`src/logic/rv32i_types.sv`:
```
package rv32i_types;

    // Data and address words.
    typedef logic [31:0] xlen_t;
    typedef logic [31:0] instr_t;
    typedef xlen_t       pc_t;

    // Instruction fields.
    typedef logic [4:0] reg_idx_t;
    typedef logic [6:0] opcode_t;

    // Operation class handed to dispatch.
    typedef logic [2:0] op_class_t;

    localparam op_class_t OP_ALU     = 3'd0; // OP, OP-IMM, LUI, AUIPC.
    localparam op_class_t OP_LOAD    = 3'd1;
    localparam op_class_t OP_STORE   = 3'd2;
    localparam op_class_t OP_BRANCH  = 3'd3;
    localparam op_class_t OP_JUMP    = 3'd4; // JAL and JALR.
    localparam op_class_t OP_ILLEGAL = 3'd5;

    // RV32I base opcodes.
    localparam opcode_t OPC_LUI    = 7'b0110111;
    localparam opcode_t OPC_AUIPC  = 7'b0010111;
    localparam opcode_t OPC_JAL    = 7'b1101111;
    localparam opcode_t OPC_JALR   = 7'b1100111;
    localparam opcode_t OPC_BRANCH = 7'b1100011;
    localparam opcode_t OPC_LOAD   = 7'b0000011;
    localparam opcode_t OPC_STORE  = 7'b0100011;
    localparam opcode_t OPC_OP_IMM = 7'b0010011;
    localparam opcode_t OPC_OP     = 7'b0110011;

    // One fetched slot as held in the instruction queue.
    typedef struct packed {
        logic   valid;
        pc_t    pc;
        instr_t instr;
    } queue_entry_t;

    // Defaults for the top-level parameters.
    localparam int DEFAULT_SS        = 2;
    localparam int DEFAULT_DEPTH     = 8;
    localparam int DEFAULT_ROB_DEPTH = 16;

endpackage : rv32i_types

```
`src/logic/lane_if.sv`:
```
`timescale 1ns/1ps

// One decoded slot on its way from a lane to the merger.
interface lane_if;
    import rv32i_types::*;

    logic      valid;
    xlen_t     pc;
    reg_idx_t  rd;
    reg_idx_t  rs1;
    reg_idx_t  rs2;
    xlen_t     imm;
    op_class_t op_class;

    modport lane_mp (
        output valid, pc, rd, rs1, rs2, imm, op_class
    );

    modport merge_mp (
        input valid, pc, rd, rs1, rs2, imm, op_class
    );

endinterface : lane_if

```
`src/logic/circular_queue.sv`:
```
`timescale 1ns/1ps

module circular_queue #(
    parameter type QUEUE_TYPE = rv32i_types::queue_entry_t,
    parameter int  SS         = rv32i_types::DEFAULT_SS,
    parameter int  DEPTH      = rv32i_types::DEFAULT_DEPTH
) (
    input  logic                     clk,
    input  logic                     rst,
    input  logic                     push,
    input  logic                     pop,
    input  QUEUE_TYPE                in_group [SS],
    input  logic                     peek_en,
    input  logic [$clog2(DEPTH)-1:0] peek_index,
    output logic                     empty,
    output logic                     full,
    output logic [$clog2(DEPTH):0]   count,
    output QUEUE_TYPE                out_group [SS],
    output logic                     out_strobe,
    output QUEUE_TYPE                peek_data
);

    localparam int AW = $clog2(DEPTH);
    localparam logic [AW:0] STEP = (AW + 1)'(SS); // Pointers move a whole group.

    QUEUE_TYPE entries [DEPTH];

    // Extra top bit tells a full queue from an empty one.
    logic [AW:0]   head;
    logic [AW:0]   tail;
    logic [AW-1:0] head_idx;
    logic [AW-1:0] tail_idx;
    logic          do_push;
    logic          do_pop;

    assign head_idx = head[AW-1:0];
    assign tail_idx = tail[AW-1:0];

    assign empty = (head == tail);
    assign full  = (head_idx == tail_idx) && (head[AW] != tail[AW]);
    assign count = head - tail; // Wraps cleanly since DEPTH is a power of two.

    assign do_push = push && !full; // Push into a full queue is dropped.
    assign do_pop  = pop && !empty;

    // Pointers and output strobe.
    always_ff @(posedge clk) begin
        if (rst) begin
            head       <= '0;
            tail       <= '0;
            out_strobe <= 1'b0;
        end else begin
            if (do_push) begin
                head <= head + STEP;
            end
            if (do_pop) begin
                tail <= tail + STEP;
            end
            out_strobe <= do_pop;
        end
    end

    // Entry storage and registered read ports.
    always_ff @(posedge clk) begin
        if (do_push) begin
            for (int i = 0; i < SS; i++) begin
                entries[head_idx + AW'(i)] <= in_group[i];
            end
        end

        // Groups are SS aligned, so a group never wraps.
        if (do_pop) begin
            for (int i = 0; i < SS; i++) begin
                out_group[i] <= entries[tail_idx + AW'(i)];
            end
        end

        if (peek_en) begin
            peek_data <= entries[peek_index]; // Holds while peek_en is low.
        end
    end

    // Occupancy stays within the storage.
    a_count_bound : assert property (
        @(posedge clk) disable iff (rst)
        count <= (AW + 1)'(DEPTH)
    );

    // No group leaves the queue on the first cycle out of reset.
    a_no_strobe_after_reset : assert property (
        @(posedge clk)
        $fell(rst) |=> !out_strobe
    );

endmodule : circular_queue

```
`src/logic/decode_lane.sv`:
```
`timescale 1ns/1ps

module decode_lane (
    input  logic                     clk,
    input  logic                     rst,
    input  logic                     slot_strobe,
    input  rv32i_types::queue_entry_t slot,
    lane_if.lane_mp                  dec
);

    import rv32i_types::*;

    instr_t    ins;
    opcode_t   opcode;
    xlen_t     imm_i;
    xlen_t     imm_s;
    xlen_t     imm_b;
    xlen_t     imm_u;
    xlen_t     imm_j;
    xlen_t     imm_d;
    op_class_t class_d;

    assign ins    = slot.instr;
    assign opcode = ins[6:0];

    // Immediate formats, all sign-extended from bit 31.
    assign imm_i = {{20{ins[31]}}, ins[31:20]};
    assign imm_s = {{20{ins[31]}}, ins[31:25], ins[11:7]};
    assign imm_b = {{19{ins[31]}}, ins[31], ins[7], ins[30:25], ins[11:8], 1'b0};
    assign imm_u = {ins[31:12], 12'b0};
    assign imm_j = {{11{ins[31]}}, ins[31], ins[19:12], ins[20], ins[30:21], 1'b0};

    // Opcode picks the class and the immediate format.
    always_comb begin
        imm_d   = '0;
        class_d = OP_ILLEGAL;
        case (opcode)
            OPC_OP: begin
                class_d = OP_ALU; // Register-register, no immediate.
            end
            OPC_OP_IMM: begin
                class_d = OP_ALU;
                imm_d   = imm_i;
            end
            OPC_LUI, OPC_AUIPC: begin
                class_d = OP_ALU;
                imm_d   = imm_u;
            end
            OPC_LOAD: begin
                class_d = OP_LOAD;
                imm_d   = imm_i;
            end
            OPC_STORE: begin
                class_d = OP_STORE;
                imm_d   = imm_s;
            end
            OPC_BRANCH: begin
                class_d = OP_BRANCH;
                imm_d   = imm_b;
            end
            OPC_JAL: begin
                class_d = OP_JUMP;
                imm_d   = imm_j;
            end
            OPC_JALR: begin
                class_d = OP_JUMP;
                imm_d   = imm_i;
            end
            default: begin
                class_d = OP_ILLEGAL;
            end
        endcase
    end

    always_ff @(posedge clk) begin
        if (rst) begin
            dec.valid <= 1'b0;
        end else begin
            dec.valid <= slot_strobe && slot.valid;
        end
    end

    // Decoded fields, only loaded with a new group.
    always_ff @(posedge clk) begin
        if (slot_strobe) begin
            dec.pc       <= slot.pc;
            dec.rd       <= ins[11:7];
            dec.rs1      <= ins[19:15];
            dec.rs2      <= ins[24:20];
            dec.imm      <= imm_d;
            dec.op_class <= class_d;
        end
    end

    // A valid jump carries a known link register and target offset.
    a_jump_fields_known : assert property (
        @(posedge clk) disable iff (rst)
        (dec.valid && dec.op_class == OP_JUMP) |-> !$isunknown({dec.rd, dec.imm})
    );

endmodule : decode_lane

```
`src/logic/dispatch_merge.sv`:
```
`timescale 1ns/1ps

module dispatch_merge #(
    parameter int SS        = rv32i_types::DEFAULT_SS,
    parameter int ROB_DEPTH = rv32i_types::DEFAULT_ROB_DEPTH
) (
    input  logic                           clk,
    input  logic                           rst,
    lane_if.merge_mp                       lanes [SS],
    output logic                           dispatch_valid [SS],
    output logic [$clog2(ROB_DEPTH)-1:0]   dispatch_tag   [SS],
    output rv32i_types::xlen_t             dispatch_pc    [SS],
    output rv32i_types::reg_idx_t          dispatch_rd    [SS],
    output rv32i_types::reg_idx_t          dispatch_rs1   [SS],
    output rv32i_types::reg_idx_t          dispatch_rs2   [SS],
    output rv32i_types::xlen_t             dispatch_imm   [SS],
    output rv32i_types::op_class_t         dispatch_class [SS]
);

    import rv32i_types::*;

    localparam int TW = $clog2(ROB_DEPTH);

    logic      lane_valid [SS];
    xlen_t     lane_pc    [SS];
    reg_idx_t  lane_rd    [SS];
    reg_idx_t  lane_rs1   [SS];
    reg_idx_t  lane_rs2   [SS];
    xlen_t     lane_imm   [SS];
    op_class_t lane_class [SS];

    logic [TW-1:0] lane_tag [SS];
    logic [TW-1:0] tag_count; // Tag for the first valid slot this cycle.
    logic [TW-1:0] tag_next;

    for (genvar g = 0; g < SS; g++) begin : g_unpack
        assign lane_valid[g] = lanes[g].valid;
        assign lane_pc[g]    = lanes[g].pc;
        assign lane_rd[g]    = lanes[g].rd;
        assign lane_rs1[g]   = lanes[g].rs1;
        assign lane_rs2[g]   = lanes[g].rs2;
        assign lane_imm[g]   = lanes[g].imm;
        assign lane_class[g] = lanes[g].op_class;
    end

    // Valid lanes take consecutive tags in lane order.
    always_comb begin
        logic [TW-1:0] offset;
        offset = '0;
        for (int i = 0; i < SS; i++) begin
            lane_tag[i] = tag_count + offset;
            offset      = offset + TW'(lane_valid[i]);
        end
        tag_next = tag_count + offset; // Wraps modulo ROB_DEPTH.
    end

    always_ff @(posedge clk) begin
        if (rst) begin
            tag_count <= '0;
            for (int i = 0; i < SS; i++) begin
                dispatch_valid[i] <= 1'b0;
            end
        end else begin
            tag_count <= tag_next;
            for (int i = 0; i < SS; i++) begin
                dispatch_valid[i] <= lane_valid[i];
            end
        end
    end

    always_ff @(posedge clk) begin
        for (int i = 0; i < SS; i++) begin
            dispatch_tag[i]   <= lane_tag[i];
            dispatch_pc[i]    <= lane_pc[i];
            dispatch_rd[i]    <= lane_rd[i];
            dispatch_rs1[i]   <= lane_rs1[i];
            dispatch_rs2[i]   <= lane_rs2[i];
            dispatch_imm[i]   <= lane_imm[i];
            dispatch_class[i] <= lane_class[i];
        end
    end

    // No two slots leave in the same cycle with one tag.
    for (genvar a = 0; a < SS; a++) begin : g_tag_a
        for (genvar b = a + 1; b < SS; b++) begin : g_tag_b
            a_tags_distinct : assert property (
                @(posedge clk) disable iff (rst)
                (dispatch_valid[a] && dispatch_valid[b]) |-> dispatch_tag[a] != dispatch_tag[b]
            );
        end
    end

endmodule : dispatch_merge

```
`src/logic/decode_stage_top.sv`:
```
`timescale 1ns/1ps

module decode_stage_top #(
    parameter int SS        = rv32i_types::DEFAULT_SS,
    parameter int DEPTH     = rv32i_types::DEFAULT_DEPTH,
    parameter int ROB_DEPTH = rv32i_types::DEFAULT_ROB_DEPTH
) (
    input  logic                         clk,
    input  logic                         rst,
    input  logic                         push,
    input  logic                         stall,
    input  logic                         peek_en,
    input  logic                         fetch_valid [SS],
    input  rv32i_types::xlen_t           fetch_pc    [SS],
    input  rv32i_types::instr_t          fetch_instr [SS],
    input  logic [$clog2(DEPTH)-1:0]     peek_index,
    output logic                         empty,
    output logic                         full,
    output logic                         peek_valid_bit,
    output rv32i_types::xlen_t           peek_pc,
    output rv32i_types::instr_t          peek_instr,
    output logic                         dispatch_valid [SS],
    output logic [$clog2(ROB_DEPTH)-1:0] dispatch_tag   [SS],
    output rv32i_types::xlen_t           dispatch_pc    [SS],
    output rv32i_types::reg_idx_t        dispatch_rd    [SS],
    output rv32i_types::reg_idx_t        dispatch_rs1   [SS],
    output rv32i_types::reg_idx_t        dispatch_rs2   [SS],
    output rv32i_types::xlen_t           dispatch_imm   [SS],
    output rv32i_types::op_class_t       dispatch_class [SS]
);

    import rv32i_types::*;

    queue_entry_t             in_group  [SS];
    queue_entry_t             out_group [SS];
    queue_entry_t             peek_data;
    logic                     q_empty;
    logic                     out_strobe;
    logic                     pop;
    logic [$clog2(DEPTH):0]   q_count;

    lane_if lane_bus [SS] ();

    for (genvar g = 0; g < SS; g++) begin : g_pack
        assign in_group[g] = '{valid: fetch_valid[g], pc: fetch_pc[g], instr: fetch_instr[g]};
    end

    assign pop   = !stall && !q_empty; // Stall only holds back new groups.
    assign empty = (q_count == '0);

    assign peek_valid_bit = peek_data.valid;
    assign peek_pc        = peek_data.pc;
    assign peek_instr     = peek_data.instr;

    circular_queue #(
        .QUEUE_TYPE (queue_entry_t),
        .SS         (SS),
        .DEPTH      (DEPTH)
    ) u_queue (
        .clk        (clk),
        .rst        (rst),
        .push       (push),
        .pop        (pop),
        .in_group   (in_group),
        .peek_en    (peek_en),
        .peek_index (peek_index),
        .empty      (q_empty),
        .full       (full),
        .count      (q_count),
        .out_group  (out_group),
        .out_strobe (out_strobe),
        .peek_data  (peek_data)
    );

    for (genvar g = 0; g < SS; g++) begin : g_lane
        decode_lane u_lane (
            .clk         (clk),
            .rst         (rst),
            .slot_strobe (out_strobe),
            .slot        (out_group[g]),
            .dec         (lane_bus[g])
        );
    end

    dispatch_merge #(
        .SS        (SS),
        .ROB_DEPTH (ROB_DEPTH)
    ) u_merge (
        .clk            (clk),
        .rst            (rst),
        .lanes          (lane_bus),
        .dispatch_valid (dispatch_valid),
        .dispatch_tag   (dispatch_tag),
        .dispatch_pc    (dispatch_pc),
        .dispatch_rd    (dispatch_rd),
        .dispatch_rs1   (dispatch_rs1),
        .dispatch_rs2   (dispatch_rs2),
        .dispatch_imm   (dispatch_imm),
        .dispatch_class (dispatch_class)
    );

endmodule : decode_stage_top

```
`config.mk`:
```
export PLATFORM = sky130hd
export DESIGN_NAME = decode_stage_top
export DESIGN_NICKNAME = d
export VERILOG_FILES = /design/src/logic/rv32i_types.sv /design/src/logic/lane_if.sv /design/src/logic/circular_queue.sv /design/src/logic/decode_lane.sv /design/src/logic/dispatch_merge.sv /design/src/logic/decode_stage_top.sv
export SDC_FILE = /design/constraint.sdc
export NUM_CORES = 1
export LEC_CHECK = 0
export ABC_AREA = 1
export BUFFER_PORTS_ARGS = -buffer_cell sky130_fd_sc_hd__buf_2
export CAP_MARGIN = 20
export CORE_ASPECT_RATIO = 0.7
export CORE_UTILIZATION = 35
export DETAILED_ROUTE_END_ITERATION = 8
export GPL_ROUTABILITY_DRIVEN = 1
export SLEW_MARGIN = 20
export SYNTH_ARGS = -nofsm -noshare
export SYNTH_HDL_FRONTEND = slang
export SYNTH_SLANG_ARGS = --single-unit
```
`constraint.sdc`:
```
create_clock -name clk -period 15.65 [get_ports clk]
set_input_delay 0.7825 -clock clk [delete_from_list [all_inputs] [get_ports clk]]
set_output_delay 0.7825 -clock clk [all_outputs]
set_load 0.02 [all_outputs]
```
==> impl_metrics.py, run 1 <==
metrics = {
    "run_status": {
        "status": "complete, no violations",
    },
    "sta": {
        "fmax_mhz": 256.8,
        "grt_setup_unrepaired": "false",
        "min_period_ns": 3.895,
        "timing.final.crit_share": 0.2489,
        "fin_skew_ns": 0.03286,
        "setup-tns-final_ns": 0,
        "slew_violations": 0,
        "hold_viol": 0,
        "worstMarginPinSlew_ns": 1.172,
        "setup_viol": 0,
        "max_slew_margin": 0.2187,
    },
    "flow_run": {
        "maxCapViolations": 0,
    },
    "clock_network": {
        "postCtsSetupRepairBufs": 0,
        "cts_made_buffers": 105,
        "cts.sinks": 1066,
        "clk_latency_ns": 0.72,
        "cts_buffer_depth": 3,
        "hold_buffers": 0,
        "root_buffer": "clkbuf_16",
        "cts_max_level": 3,
        "cts-resized-gates": 0,
        "cts_tree": "yes",
        "clkTransAtPathRegs_ns": 0.06,
    },
    "setup_path": {
        "setup.worst_path.end": "u_queue.entries[6][29]",
        "r2r_setup_slack_ns": 11.76,
        "rr_startpoint": "u_queue.tail[2]",
        "crit_required_ns": 15.96,
        "start_kind": "flip-flop",
        "reg2reg_to": "u_queue.entries[6][29]",
        "worstSetupPathType": "reg -> reg",
        "arrival_ns": 4.21,
        "critPathMaxFanout": 80,
        "r2r_cells": 8,
        "cp-startpoint": "u_queue.tail[2]",
        "worstSetupEndpointType": "flip-flop",
    },
    "synthesis": {
        "syn-cell-area_mm2": 0.03980,
        "synth_fp_nets": 3371,
        "yosysWarnings": 0,
        "syn_avg_cell_area_um2": 12.36,
        "ys_ff_latch": 1066,
        "synthCells": 3219,
        "synth_area_leader_cell": "edfxtp_1",
        "synth_cell_types": 29,
        "synth_area_leaders": "edfxtp_1 (66%), dfxtp_1 (9.4%), nor2_1 (6.5%)",
        "yosysSeqAreaShare": 0.7572,
        "synth.top_cell.area_share": 0.6632,
    },
    "die": {
        "core-area_mm2": 0.1128,
        "start_util": 0.3530,
        "dieArea_mm2": 0.1151,
        "io_pins": 379,
        "die_x_um": 405.1,
        "die_h_um": 284.1,
        "rows": 103,
    },
    "global_route": {
        "gr-usage-all-layers": 0.1838,
        "grt_max_degree": 182,
        "grt_overflow": 0,
        "grt_pass1_vias": 24060,
        "antenna_found_initial": 48,
        "grt_pass1_wl_mm": 158.2,
    },
    "pwr": {
        "switching_power_mw": 1.837,
        "vdd_drop_max_uv": 82.35,
        "cell_internal_pwr_mw": 5.132,
        "power_frac_seq": 0.502,
        "comb_power_share": 0.111,
        "p_per_area_mw_per_mm2": 148.8,
        "clock_power_share": 0.386,
        "sw_frac_of_total": 0.2636,
        "leakagePower_nw": 17.21,
    },
    "detailed_routing": {
        "routedWlPerCell_um": 20.96,
        "finalWirelength_mm": 108.4,
        "dr.pass1.iters": 6,
        "drtIter0Drc": 2762,
        "via_count": 25980,
        "drc_errors": 0,
        "vias_per_cell": 5.021,
        "antenna_left": 0,
    },
    "place": {
        "hpwl_mm": 65.01,
        "dp.cells": 4955,
        "finalWeightedCongestion": 0.8294,
        "port_buffers": 378,
    },
    "layout": {
        "nets": 3692,
        "layout-drive-gt1-share": 0.1663,
        "stdcell_count": 5174,
        "areaGrowthSynthToFinish_pct": 17.67,
    },
    "hold_path": {
        "hold_class": "in -> reg",
    },
}
-- through the flow --
| stage | hold WS, ns | utilization | cell area, µm² | power (mW) | worst slack (ns) |
|---|---|---|---|---|---|
| after floorplan | 0.3233 | - | 39800 | 4.001 | 8.065 |
| after global placement | 0.3270 | 0.3815 | 43020 | 4.331 | 11.75 |
| after detailed placement | 0.3269 | 0.3815 | 43020 | 4.336 | 11.71 |
| after CTS | 0.2205 | 0.4149 | 46780 | 7.037 | 11.70 |
| after global routing | 0.2445 | 0.4152 | 46820 | 7.235 | 11.50 |
| final | 0.2840 | 0.4153 | 46830 | 6.968 | 11.76 |
-- power groups by stage --
stage | registers [mW] | logic [mW] | clock network (mW)
after floorplan | 3.59 | 0.409 | 0
after global placement | 3.56 | 0.770 | 0
after detailed placement | 3.56 | 0.777 | 0
after CTS | 3.50 | 0.779 | 2.76
after global routing | 3.52 | 0.849 | 2.86
final | 3.50 | 0.776 | 2.69
-- state kept, by name, indices dropped and copies added (netlist names), 8 cells and up --
| name | flops |
|---|---|
| u_merge.dispatch_pc | 64 |
| u_merge.dispatch_rs2 | 10 |
| u_merge.dispatch_rs1 | 10 |
| g_lane.u_lane.dec.rs1 | 10 |
| u_queue.entries | 520 |
| u_merge.dispatch_imm | 64 |
| u_merge.dispatch_tag | 8 |
| g_lane.u_lane.dec.rd | 10 |
| u_queue.peek_data | 65 |
| g_lane.u_lane.dec.imm | 64 |
| u_merge.dispatch_rd | 10 |
| g_lane.u_lane.dec.rs2 | 10 |
| u_queue.out_group | 130 |
| g_lane.u_lane.dec.pc | 64 |
-- worst min-delay path by stage --
stage	from	endpoint	cells after the start	slack, ns
floorplan	g_lane[1].u_lane.dec.op_class[0]	u_merge.dispatch_class[0]	0	0.32
global placement	g_lane[1].u_lane.dec.rs1[4]	u_merge.dispatch_rs1[4]	0	0.33
detailed placement	g_lane[1].u_lane.dec.pc[19]	u_merge.dispatch_pc[19]	0	0.33
CTS	fetch_instr[48]	u_queue.entries[0][16]	1	0.22
global route	fetch_instr[12]	u_queue.entries[1][12]	1	0.24
finish	fetch_instr[48]	u_queue.entries[4][16]	1	0.28
-- kinds of logic after synthesis --
logic type | synth area share
buf+inv | 0.02842
flops | 0.7572
fa+ha+maj | 0.004778
simple gates | 0.1047
compound gates | 0.1035
xor+xnor | 0.001320
-- metal layers --
layer	vias up	wire length (µm)	track usage
met5	-	221	0
met4	38	2214	0.05464
met3	184	9626	0.04467
met2	1102	47170	0.2664
met1	12590	49210	0.2712
li1	12070	-	-
-- cell type report --
cell class	count	area, µm²
timing repair buffer	404	2147
clock inverter	62	718.2
sequential	1066	30150
tap	1522	1904
clock buffer	137	3048
inverter	60	252.7
antenna	20	50.05
fill	10420	65930
multi-input combinational	1903	8563
-- cell usage in the layout (no fill, tap or decap), types with 2 or more instances in the layout --
cell type / synthesis / layout
o21ai_1: 187 / 187
clkbuf_1: 118 / 11
xor2_1: 6 / 6
clkbuf_16: 0 / 113
clkinv_2: 0 / 21
inv_8: 0 / 4
ha_1: 12 / 12
clkinvlp_4: 0 / 5
clkbuf_8: 0 / 15
inv_4: 1 / 4
fa_1: 2 / 2
dfxtp_4: 0 / 3
nor2_4: 1 / 5
nand2_1: 372 / 372
nand3_1: 23 / 23
clkinv_1: 0 / 5
buf_12: 1 / 3
diode_2: 0 / 20
o22ai_1: 130 / 130
inv_1: 58 / 55
buf_2: 52 / 374
buf_4: 3 / 25
a21oi_1: 5 / 5
nor3_1: 5 / 5
nand3_2: 2 / 2
edfxtp_1: 879 / 879
nor2_1: 686 / 681
dfxtp_1: 187 / 184
inv_6: 0 / 6
clkinv_4: 0 / 8
o21ai_0: 467 / 467
clkinv_16: 0 / 3
bufinv_16: 0 / 10
-- worst max-delay path, stage by stage (launching register included) --
cell and delay (ns):
dfxtp_4 0.46, inv_6 0.53, ha_1 0.35, nand2_1 0.06, inv_1 0.05, nand3_1 0.14
nand2_1 0.30, nor2_4 0.57, buf_4 0.82
-- synth_stat cells --
library cell / number
nand3_1: 23
and3_1: 1
nand3_2: 2
nand4_1: 1
inv_1: 58
nand2_2: 1
nand3b_1: 1
a21oi_1: 5
buf_12: 1
nor2_1: 686
xor2_1: 6
buf_4: 3
o21ai_0: 467
edfxtp_1: 879
o22ai_1: 130
nand2_1: 372
fa_1: 2
buf_6: 13
o21ai_1: 187
inv_2: 1
nor3_1: 5
o211ai_1: 1
ha_1: 12
nor2_4: 1
buf_1: 3
dfxtp_1: 187
inv_4: 1
buf_2: 52
clkbuf_1: 118
No activity file was read; power rests on OpenSTA's default activity.
==> run 2, diff against run 1 <==
- clock period: 15.65 -> 3.45 ns (I/O delays scaled with it)
==> run 2 against run 1 <==
Clock power rose to 4.5 times the previous value. Global-route usage is 0.26 points higher. Combinational power grew to 4.9 times the previous value. Highest routed layer unchanged. Clock skew shrank 0.0070 ns. Setup slack lost 11 ns. Via count rose by 2.5%.
==> impl_metrics.py, run 2 (same netlist as run 1, synthesis figures left out) <==
metrics = {
    "run_status": {
        "status": "complete, no violations",
    },
    "detailed_routing": {
        "drc_errors": 0,
        "antenna_left": 0,
        "via_count": 26640,
        "dr.pass1.iters": 6,
        "vias_per_cell": 5.015,
        "routedWlPerCell_um": 20.68,
        "finalWirelength_mm": 109.8,
        "drtIter0Drc": 2743,
    },
    "global_route": {
        "grt_max_degree": 146,
        "met3_usage": 0.04130,
        "antenna_found_initial": 21,
        "grt.busiest_layer": "met2",
        "globalRouteMet2Util": 0.2760,
        "grt_pass1_wl_mm": 161.3,
        "grt_pass1_vias": 25140,
        "gr-usage-all-layers": 0.1865,
        "gr-usage-met1": 0.2721,
        "grt_overflow": 0,
    },
    "layout": {
        "top_regs": "u_queue.entries x520, u_queue.out_group x130, u_queue.peek_data x65",
        "stdcell_count": 5311,
        "layout_commonest_cell": "edfxtp_1",
        "fillers": 10330,
        "nets": 3843,
        "areaGrowthSynthToFinish_pct": 21.70,
        "most-common-layout-cells": "edfxtp_1 (879), nor2_1 (681), o21ai_0 (467), buf_2 (374), nand2_1 (368)",
        "top_register": "u_queue.entries",
        "largest_reg_flops": 520,
        "layout-drive-gt1-share": 0.1656,
    },
    "pwr": {
        "vdd_drop_max_uv": 481.1,
        "leakagePower_nw": 17.89,
        "finalPower_mw": 31.58,
        "p_per_area_mw_per_mm2": 652.0,
    },
    "setup_path": {
        "reg2reg_to": "u_queue.entries[7][5]",
        "crit_required_ns": 3.28,
        "rr_startpoint": "u_queue.tail[2]",
        "r2r_setup_slack_ns": 0.74,
        "start_kind": "flip-flop",
        "r2r_cells": 8,
        "worstSetupEndpointType": "primary output",
        "critPathMaxFanout": 39,
        "worstSetupPathType": "reg -> out",
        "arrival_ns": 2.69,
    },
    "sta": {
        "grt_setup_unrepaired": "false",
        "setup_viol": 0,
        "worstMarginPinSlew_ns": 0.9678,
        "slew_violations": 0,
        "timing.final.crit_share": 0.8288,
        "fmax_mhz": 349.7,
        "min_period_ns": 2.859,
        "max_slew_margin": 0.3548,
        "fin_skew_ns": 0.02584,
        "hold_ws_ns": 0.08952,
        "hold_viol": 0,
    },
    "place": {
        "dp.cells": 4973,
        "port_buffers": 378,
        "hpwl_mm": 66.32,
        "finalWeightedCongestion": 0.8168,
    },
    "hold_path": {
        "whs_endpoint": "u_queue.peek_data[6]",
        "hold_class": "in -> reg",
        "worstHoldStart": "peek_en",
        "min_path_cells": 1,
    },
    "clock_network": {
        "root_buffer": "clkbuf_16",
        "cts_buffer_depth": 3,
        "clkTransAtPathRegs_ns": 0.07,
        "cts_tree": "yes",
        "clk_latency_ns": 0.70,
        "cts_made_buffers": 103,
        "cts_max_level": 3,
        "cts-resized-gates": 0,
        "postCtsSetupRepairBufs": 0,
        "cts.sinks": 1066,
    },
    "die": {
        "die_x_um": 405.1,
        "core-area_mm2": 0.1128,
        "dieArea_mm2": 0.1151,
        "die_h_um": 284.1,
        "start_util": 0.3530,
        "rows": 103,
        "io_pins": 379,
    },
    "flow_run": {
        "maxCapViolations": 0,
    },
}
-- run 2: cell count changes in the layout (fill, tap and decap cells not counted), moves of 3 or more --
cell	change
clkbuf_8	+3
clkinv_16	-3
buf_12	+20
clkinv_4	-5
inv_6	+7
nand2_1	-4
nand2_2	+3
diode_2	-12
dlygate4sd3_1	+135
clkinv_1	-3
-- run 2: what timing repair did --
item / in CTS / in global routing
hold buffers: 135 / 0
endpoints found under the setup margin: 0 / 0
endpoints found under the hold margin: 542 / 0
-- run 2: layer usage --
metal / wire length, µm / vias up
met4: 2804 / 22
met5: 123 / -
met3: 9232 / 205
met1: 49520 / 12840
met2: 48160 / 1204
li1: - / 12370
-- run 2: stage by stage --
step	instance area [µm²]	setup WS, ns	TNS, ns	util
after global routing	48430	0.3990	0	0.4295
final	48440	0.5906	0	0.4295
after floorplan	39890	-0.1491	-80.08	-
after CTS	48420	0.4195	0	0.4294
after detailed placement	43430	0.6942	0	0.3852
after global placement	43430	0.7320	0	0.3852
-- run 2: power breakdown --
group / switching (mW) / internal, mW / total (mW)
Clock: 5.05 / 6.92 / 12.0
Sequential: 0.539 / 15.3 / 15.8
Combinational: 2.69 / 1.08 / 3.77
Total: 8.28 / 23.3 / 31.6
-- run 2: worst max-delay path, stage by stage, from the launching register on --
cell	delay, ns
dfxtp_4	0.35
inv_4	0.36
fa_1	0.48
nor3_1	0.53
buf_2	0.28
-- run 2: final cells by class --
cell class	instances	area (µm²)	share of cell area
clock inverters	55	588.1	0.01214
diodes	8	20.02	0.0004133
repair buffers	557	3884	0.08018
inverters	60	249.0	0.005140
well taps	1522	1904	0.03932
clock buffers	140	3047	0.06290
flip-flops and latches	1066	30150	0.6225
multi-input cells	1903	8596	0.1775
-- run 2: how the worst max path moves through the flow --
stage | start | end | depth (start not counted)
after floorplan | u_queue.tail[2] | u_queue.entries[0][0] | 9
after global placement | u_queue.tail[2] | u_queue.entries[7][12] | 8
after detailed placement | u_queue.tail[2] | u_queue.entries[7][12] | 8
after CTS | u_queue.tail[2] | empty | 4
after global routing | u_queue.head[1] | empty | 7
final | u_queue.tail[2] | empty | 4
